[src/hw/config_pkg.sv]
`default_nettype none

package config_pkg;

   // field sizes of one configuration packet, as sent after the start bit
   localparam int cfg_id_bits   = 8;
   localparam int cfg_op_bits   = 2;
   localparam int cfg_data_bits = 16;

   // id, opcode and data in that order, 26 bits in all
   localparam int cfg_pkt_bits = cfg_id_bits + cfg_op_bits + cfg_data_bits;

   // every node answers to this id as well as to its own
   localparam logic [cfg_id_bits-1:0] cfg_bcast_id = '1;

   // opcodes carried in the packet
   typedef enum logic [cfg_op_bits-1:0] {
      CFG_NOP     = 2'b00, // leave the register alone
      CFG_WRITE   = 2'b01, // load the packet data
      CFG_DEFAULT = 2'b10, // go back to the reset value
      CFG_RSVD    = 2'b11  // reserved, nodes handle it like a nop
   } cfg_op_e;

   // deserializer FSM
   typedef enum logic [1:0] {
      DESER_IDLE  = 2'b00, // waiting for a 0 start bit
      DESER_SHIFT = 2'b01, // collecting the packet bits
      DESER_DONE  = 2'b10  // packet complete, strobe goes out this cycle
   } deser_state_e;

endpackage : config_pkg

`default_nettype wire
[src/hw/config_net_top.sv]
`timescale 1ns/1ps
`default_nettype none

module config_net_top #(
   // node 0
   parameter logic [config_pkg::cfg_id_bits-1:0] node0_id_p    = 8'd1,
   parameter int                                 node0_bits_p  = 8,
   parameter logic [node0_bits_p-1:0]            node0_reset_p = 8'hA5,
   // node 1
   parameter logic [config_pkg::cfg_id_bits-1:0] node1_id_p    = 8'd2,
   parameter int                                 node1_bits_p  = 12,
   parameter logic [node1_bits_p-1:0]            node1_reset_p = 12'h3C0,
   // node 2
   parameter logic [config_pkg::cfg_id_bits-1:0] node2_id_p    = 8'd7,
   parameter int                                 node2_bits_p  = 16,
   parameter logic [node2_bits_p-1:0]            node2_reset_p = 16'hBEEF
) (
   input  logic                    clk_dst_i,
   input  logic                    rst_n_i,
   input  logic                    cfg_valid_i,
   input  logic                    cfg_bit_i,
   output logic [node0_bits_p-1:0] data0_o,
   output logic [node1_bits_p-1:0] data1_o,
   output logic [node2_bits_p-1:0] data2_o
);

   import config_pkg::*;

   // decoded packet, shared by all nodes
   logic                     pkt_v;
   logic [cfg_id_bits-1:0]   pkt_id;
   cfg_op_e                  pkt_op;
   logic [cfg_data_bits-1:0] pkt_data;

   config_deserializer deserializer_i (
      .clk_dst_i   (clk_dst_i),
      .rst_n_i     (rst_n_i),
      .cfg_valid_i (cfg_valid_i),
      .cfg_bit_i   (cfg_bit_i),
      .pkt_v_o     (pkt_v),
      .pkt_id_o    (pkt_id),
      .pkt_op_o    (pkt_op),
      .pkt_data_o  (pkt_data)
   );

   config_node #(
      .node_id_p   (node0_id_p),
      .data_bits_p (node0_bits_p),
      .reset_val_p (node0_reset_p)
   ) node0_i (
      .clk_dst_i  (clk_dst_i),
      .rst_n_i    (rst_n_i),
      .pkt_v_i    (pkt_v),
      .pkt_id_i   (pkt_id),
      .pkt_op_i   (pkt_op),
      .pkt_data_i (pkt_data),
      .data_o     (data0_o)
   );

   config_node #(
      .node_id_p   (node1_id_p),
      .data_bits_p (node1_bits_p),
      .reset_val_p (node1_reset_p)
   ) node1_i (
      .clk_dst_i  (clk_dst_i),
      .rst_n_i    (rst_n_i),
      .pkt_v_i    (pkt_v),
      .pkt_id_i   (pkt_id),
      .pkt_op_i   (pkt_op),
      .pkt_data_i (pkt_data),
      .data_o     (data1_o)
   );

   // widest node, takes the full data field
   config_node #(
      .node_id_p   (node2_id_p),
      .data_bits_p (node2_bits_p),
      .reset_val_p (node2_reset_p)
   ) node2_i (
      .clk_dst_i  (clk_dst_i),
      .rst_n_i    (rst_n_i),
      .pkt_v_i    (pkt_v),
      .pkt_id_i   (pkt_id),
      .pkt_op_i   (pkt_op),
      .pkt_data_i (pkt_data),
      .data_o     (data2_o)
   );

endmodule : config_net_top

`default_nettype wire

[src/hw/config_node.sv]
`timescale 1ns/1ps
`default_nettype none

module config_node #(
   parameter logic [config_pkg::cfg_id_bits-1:0] node_id_p   = 8'h01,
   parameter int                                 data_bits_p = 8,
   parameter logic [data_bits_p-1:0]             reset_val_p = '0
) (
   input  logic                                 clk_dst_i,
   input  logic                                 rst_n_i,
   input  logic                                 pkt_v_i,
   input  logic [config_pkg::cfg_id_bits-1:0]   pkt_id_i,
   input  config_pkg::cfg_op_e                  pkt_op_i,
   input  logic [config_pkg::cfg_data_bits-1:0] pkt_data_i,
   output logic [data_bits_p-1:0]               data_o
);

   import config_pkg::*;

   logic                   id_hit;    // this packet is meant for us
   logic [data_bits_p-1:0] data_r;
   logic [data_bits_p-1:0] data_n;

   // broadcast packets reach every node alongside the addressed ones
   assign id_hit = pkt_v_i & ((pkt_id_i == node_id_p) | (pkt_id_i == cfg_bcast_id));

   always_comb begin
      data_n = data_r;
      if (id_hit) begin
         case (pkt_op_i)
            CFG_WRITE: begin
               // narrow nodes keep only the low bits of the data field
               data_n = pkt_data_i[data_bits_p-1:0];
            end
            CFG_DEFAULT: begin
               data_n = reset_val_p;
            end
            default: begin
               data_n = data_r; // nop and the reserved code both hold
            end
         endcase
      end
   end

   always_ff @(posedge clk_dst_i or negedge rst_n_i) begin
      if (!rst_n_i) begin
         data_r <= reset_val_p;
      end else begin
         data_r <= data_n;
      end
   end

   assign data_o = data_r; // new value shows one cycle after the strobe

endmodule : config_node

`default_nettype wire

[src/hw/config_deserializer.sv]
`timescale 1ns/1ps
`default_nettype none

module config_deserializer (
   input  logic                                 clk_dst_i,
   input  logic                                 rst_n_i,
   input  logic                                 cfg_valid_i,
   input  logic                                 cfg_bit_i,
   output logic                                 pkt_v_o,
   output logic [config_pkg::cfg_id_bits-1:0]   pkt_id_o,
   output config_pkg::cfg_op_e                  pkt_op_o,
   output logic [config_pkg::cfg_data_bits-1:0] pkt_data_o
);

   import config_pkg::*;

   // the counter has to reach cfg_pkt_bits, one past the last bit index
   localparam int cnt_bits_lp = $clog2(cfg_pkt_bits + 1);

   deser_state_e            state_r;
   deser_state_e            state_n;
   logic [cnt_bits_lp-1:0]  cnt_r;   // bits taken so far in this packet
   logic [cfg_pkt_bits-1:0] shift_r; // packet bits, first received at the top
   logic                    start_bit;
   logic                    last_bit;

   // a strobed 0 opens a packet, strobed 1s in between are idle line
   assign start_bit = cfg_valid_i & ~cfg_bit_i;

   // only meaningful while shifting
   assign last_bit = cfg_valid_i & (cnt_r == cnt_bits_lp'(cfg_pkt_bits - 1));

   always_comb begin
      state_n = state_r;
      case (state_r)
         DESER_IDLE: begin
            if (start_bit) begin
               state_n = DESER_SHIFT;
            end
         end
         DESER_SHIFT: begin
            if (last_bit) begin
               state_n = DESER_DONE;
            end
         end
         DESER_DONE: begin
            // the next packet may start right behind this one
            if (start_bit) begin
               state_n = DESER_SHIFT;
            end else begin
               state_n = DESER_IDLE;
            end
         end
         default: begin
            state_n = DESER_IDLE;
         end
      endcase
   end

   always_ff @(posedge clk_dst_i or negedge rst_n_i) begin
      if (!rst_n_i) begin
         state_r <= DESER_IDLE;
         cnt_r   <= '0;
      end else begin
         state_r <= state_n;
         if (state_r != DESER_SHIFT) begin
            cnt_r <= '0; // rewound before the first data bit can arrive
         end else if (cfg_valid_i) begin
            cnt_r <= cnt_r + 1'b1;
         end
      end
   end

   // The start bit itself is never shifted in, so the fields stay put
   // through DESER_DONE even when a new packet opens in that cycle
   always_ff @(posedge clk_dst_i) begin
      if (state_r == DESER_SHIFT && cfg_valid_i) begin
         shift_r <= {shift_r[cfg_pkt_bits-2:0], cfg_bit_i};
      end
   end

   assign pkt_v_o = (state_r == DESER_DONE); // exactly one cycle per packet

   // id came first so it sits at the top, data came last
   assign pkt_id_o   = shift_r[cfg_pkt_bits-1 -: cfg_id_bits];
   assign pkt_op_o   = cfg_op_e'(shift_r[cfg_data_bits +: cfg_op_bits]);
   assign pkt_data_o = shift_r[cfg_data_bits-1:0];

endmodule : config_deserializer

`default_nettype wire

[config.mk]
export PLATFORM = sky130hd
export DESIGN_NAME = config_net_top
export DESIGN_NICKNAME = d
export VERILOG_FILES = /design/src/hw/config_pkg.sv /design/src/hw/config_net_top.sv /design/src/hw/config_node.sv /design/src/hw/config_deserializer.sv
export SDC_FILE = /design/constraint.sdc
export NUM_CORES = 1
export LEC_CHECK = 0
export BUFFER_PORTS_ARGS = -buffer_cell sky130_fd_sc_hd__buf_2
export CORE_UTILIZATION = 40
export CTS_CLUSTER_DIAMETER = 50
export DETAILED_ROUTE_END_ITERATION = 7
export PLACE_DENSITY = 0.62
export SYNTH_ARGS = -nofsm -noshare
export SYNTH_HDL_FRONTEND = slang
export SYNTH_SLANG_ARGS = --single-unit
[constraint.sdc]
create_clock -name clk_dst_i -period 3.3 [get_ports clk_dst_i]
set_input_delay 0.495 -clock clk_dst_i [delete_from_list [all_inputs] [get_ports clk_dst_i]]
set_output_delay 0.495 -clock clk_dst_i [all_outputs]
set_load 0.03 [all_outputs]
Word-level counts from Yosys, hierarchy flattened:

Cells that the tools add are included.

* register bits after elaboration: 69
* input bits: 4
* output and inout bits: 36
* word-level logic and storage cells: 45

* $add $sub $neg: 1
* equality and inequality tests: 12
* mux-type cells: 9
* bitwise gates (word level): 9
* reductions and logical operators: 8

Operators with widths (count)
* one-hot mux 16 bit (2 select lines): 1
* one-hot mux 12 bit (2 select lines): 1
* one-hot mux 8 bit (2 select lines): 1
* 2-to-1 mux 5 bit: 2
* equality test 8 x 1 -> 1 bit, second input constant: 1
* equality test 8 x 2 -> 1 bit, second input constant: 1
* equality test 8 x 3 -> 1 bit, second input constant: 1
* equality test 8 bit, second input constant: 1
* AND reduction 2 bit: 4
* inequality test 2 x 1 -> 1 bit, second input constant: 3
* one-hot mux 2 bit (3 select lines): 1
* adder 5 x 1 -> 5 bit, second input constant: 1
* AND 1 bit: 5
* equality test 5 bit, second input constant: 1
* equality test 2 x 1 -> 1 bit, second input constant: 2
* equality test 2 bit, second input constant: 2
* 2-to-1 mux 2 bit: 2
* nonzero test 2 bit: 2
* OR 1 bit: 3
* zero test 2 bit: 1
* logical AND 1 bit: 1
* 2-to-1 mux 1 bit: 1
* inverter 1 bit: 1

Longest topological paths before layout:

* word-level depth: 4
* gate-level depth with buffers: 6
* mapped depth without buffers: 5

Cells and area by module:

From an unflattened synthesis, not the netlist that was laid out.

* cell total of the unflattened synthesis: 216
* area total of the unflattened synthesis: 2944.1 um^2

Modules (own cells, without submodules)
* config_deserializer: instances 1, cells an instance 58, area an instance 1123.6 um^2, seq. area each 955.9 um^2
* config_node at node2_i: instances 1, cells an instance 70, area an instance 780.7 um^2, seq. area each 416.6 um^2
* config_node at node1_i: instances 1, cells an instance 51, area an instance 623.1 um^2, seq. area each 305.3 um^2
* config_node at node0_i: instances 1, cells an instance 37, area an instance 416.6 um^2, seq. area each 205.2 um^2

Worst setup path after synthesis:

No wires, ideal clock.

* path kind: input to register
* start point: input cfg_valid_i
* end point: register deserializer_i.shift_r[0], enable pin
* library setup time: 0.409 ns
* arrival time: 1.942 ns
* required time: 2.891 ns
* path slack: 0.949 ns
* stages: 3
* path buffers: 1
* cell sequence: clkbuf_1 > inv_1 > nor2_1

* word-level cells in the longest chain between the ends: 1

RTL lines
* from (decl): RTL line config_net_top.sv:20 `input logic cfg_valid_i,`
* logical AND 1 bit: RTL line config_deserializer.sv:77 `if (state_r == DESER_SHIFT && cfg_valid_i) begin`
* to (signal assigned): RTL line config_deserializer.sv:78 `shift_r <= {shift_r[cfg_pkt_bits-2:0], cfg_bit_i};`
* to (decl): RTL line config_deserializer.sv:23 `logic [cfg_pkt_bits-1:0] shift_r;`

Every way passes these cells.
A chain may end at the register's enable or synchronous reset.

Final worst setup path:

* start point: register deserializer_i.shift_r[20]
* end point: register node1_i.data_r[0], in the netlist node1_i.data_o[0]

* word-level cells in the longest chain between the ends: 4
* elaborated cells on any way between the ends: 5
* those cells by class: eq/ne (2); bitwise (2); reduce/logical (1)

RTL lines
* equality test 8 x 2 -> 1 bit / equality test 8 bit (equally long branches): RTL line config_node.sv:25 `assign id_hit = pkt_v_i & ((pkt_id_i == node_id_p) | (pkt_id_i == cfg_bcast_id));`
* OR 1 bit (*): RTL line config_node.sv:25
* AND 1 bit (*): RTL line config_node.sv:25
* AND reduction 2 bit (no source line) (*)
* to (signal assigned): RTL line config_node.sv:47 `data_r <= reset_val_p;`
* to (signal assigned): RTL line config_node.sv:49 `data_r <= data_n;`
* to (decl): RTL line config_node.sv:21 `logic [data_bits_p-1:0] data_r;`

Mark *: on every way between the ends. The rest lies on a longest branch, timed or not.

==> reports/metrics.yaml <==
die:
  fp.dieW_um: 85.7
  core_region_area_mm2: 0.00679
  io_pins: 40
  die_area_mm2: 0.00735
  start_util_pct: 41.3
  die_h_um: 85.7
  std_cell_rows: 30
sta:
  finalSetupTns_ps: 0
  hold_violations: 0
  drv_slew: 0
  slew-limit-headroom_pct: 36.9
  tightest_slew_ps: 946
  post-route-period-util_pct: 65.1
  setup_viol: 0
  rsz0062_at_grt: "false"
  holdWs_ps: 300
  layout_min_cycle_time_ps: 2150
  skew_ps: 4.94
  timing.fmax_mhz: 465
finish:
  n_fill_cell: 630
  seq_area_mm2: 0.00188
  final_cells: 334
  fin_util_pct: 48.6
  drive_gt1_share_pct: 48.7
  area_growth_pct: 17.8
  multi_input_area_um2: 843
  antenna_cells: 0
  nets: 240
routing:
  vias_per_cell: 4.68
  wire_per_inst_um: 14.0
  wl_mm: 4.69
  first_iter_violations: 57
  firstDrtPassIters: 6
  drc_errors: 0
  ant_nets: 0
  num_vias: 1562
yosys:
  yosysTopAreaCellShare_pct: 27.9
  synthFlopType: "edfxtp_1"
  seq_area_frac_synth_pct: 67.2
  synth_fa_ha_area_share_pct: 1.34
  synth_simple_gate_area_share_pct: 10.8
  ys_top_cells_by_area: "edfxtp_1 (28%), dfstp_2 (20%), dfrtp_1 (20%)"
  synth_cells: 188
  synth_cell_types: 31
  synth-xor-area-share_pct: 1.25
  synth.net_count: 195
  synth_top_family_by_area: "multiplexers"
  syn_area_mm2: 0.00280
  synth.area.mux_share_pct: 14.5
  synth_edf_count: 26
  synthMostInstantiatedCell: "edfxtp_1"
  synth_seq_cells: 69
  synth_compound_area_share_pct: 2.10
  synthTopCellsByCount: "edfxtp_1 (26), mux2_2 (25), dfrtp_1 (22), dfstp_2 (21), nor2_1 (17)"
  syn-mean-instance-area_um2: 14.9
  ys.warnings.count: 0
  async_flop_share_pct: 62.3
  yosysTopAreaCell: "edfxtp_1"
hold_path:
  hold_class: "in -> async"
clocking:
  cts_setup_buffers: 0
  cts_max_level: 3
  clk_pin_slew_ps: 70
  cts.sinks: 69
  cts_tree: "yes"
  ctsResizeCount: 0
  hold_buffers: 0
  clk_latency_ps: 340
  cts_buffers: 9
  root_buffer: "clkbuf_8"
  cts_buffer_depth: 2
power_and_ir_drop:
  peakVddDrop_mv: 0.327
  p_total_uw: 2130
  p_leak_uw: 0.00152
  power.density_mw_per_mm2: 645
setup_path:
  crit_slowest_cell: "or4_1"
  crit_fanout: 12
  critPathKind: "reg -> reg"
  critPathLaunchType: "flop"
  crit_arrival_ps: 2370
  slowest_delay_ps: 530
  cp-end-kind: "flop"
  cp_cell_sequence: "or4_1 > nor2_1 > o21a_1 > mux2_2"
  crit_required_ps: 3520
global_route:
  grt_max_degree: 44
  antenna_found_initial: 0
  grt_pass1_wl_mm: 7.89
  grt-ovfl-total: 0
  grt_usage_pct: 14.7
  grt_pass1_vias: 1537
placement:
  gp_congestion: 0.684
  io_buffers: 39
  hpwl_mm: 3.06
  post-place-cells: 318
outcome:
  status: "complete, no violations"
run:
  cap_violations: 0
registers in the layout, indices dropped and copies added (netlist names):
name	cells
node2_i.data_o	16
deserializer_i.shift_r	26
node0_i.data_o	8
deserializer_i.cnt_r	5
node1_i.data_o	12
deserializer_i.state_r	2
cell usage in the layout (no fill, tap or decap), drive strengths merged, types with 2 or more instances in the layout:
| cell type | instances |
|---|---|
| buf | 40 |
| mux2 | 28 |
| edfxtp | 26 |
| dfrtp | 22 |
| dfstp | 21 |
| nor2 | 17 |
| clkbuf | 13 |
| inv | 12 |
| nor2b | 11 |
| mux2i | 8 |
| or2 | 6 |
| nand2 | 6 |
| nor3 | 4 |
| xor2 | 3 |
| ha | 3 |
| nand4 | 2 |
| or4 | 2 |
metrics by stage:
| step | setup slack (ps) | cell area, um^2 |
|---|---|---|
| after CTS | 1140 | 3300 |
| after floorplan | 949 | 2800 |
| final | 1150 | 3300 |
| after global placement | 1190 | 3090 |
| after global routing | 1010 | 3300 |
| after detailed placement | 1150 | 3090 |
kinds of logic (layout without fill, tap and decap cells):
logic type,after synthesis,after routing
AOI/OAI and AO/OA,5,5
xor gates and xnor gates,4,4
adders and majority gates,3,3
buffers and inverters,17,67
DFF,69,69
muxes,36,36
and+or+nand+nor,54,54
worst paths after layout:
path                                            startpoint                    endpoint  slack, ps  depth (start not counted)
worst min register to register   deserializer_i.shift_r[9]  deserializer_i.shift_r[10]        450                          0
worst max-delay path            deserializer_i.shift_r[20]           node1_i.data_o[0]       1150                          4
worst max register to register  deserializer_i.shift_r[20]           node1_i.data_o[0]       1150                          4
max in group asynchronous                          rst_n_i     deserializer_i.cnt_r[1]       2410                          1
worst min-delay path                               rst_n_i           node2_i.data_o[4]        300                          1
min in group clk_dst_i                           cfg_bit_i   deserializer_i.state_r[0]        360                          2
power breakdown:
group / internal, uW / switching, uW
logic: 105 / 164
registers: 1050 / 101
clock network: 410 / 296
cell type report:
type / instances / area share, %
Sequential cell: 69 / 57.1
Clock buffer: 13 / 5.12
Multi-Input combinational cell: 102 / 25.5
Timing Repair Buffer: 40 / 6.14
Clock inverter: 3 / 1.25
Inverter: 11 / 1.25
Tap cell: 96 / 3.64
critical path: cells and delay by family, from the launching register on:
family	cells	cell delay (ps)
flops	1	480
simple gates	2	650
mux	1	400
compound gates	1	500
per-layer routing:
layer / track usage [%] / vias to the layer above / share of wire, %
met5: 0 / - / 0
met3: 5.20 / 8 / 3.8
met4: 6.82 / 0 / 1.8
met2: 21.7 / 36 / 45
met1: 19.5 / 774 / 49
li1: - / 744 / -
No activity file was read; power rests on OpenSTA's default activity.
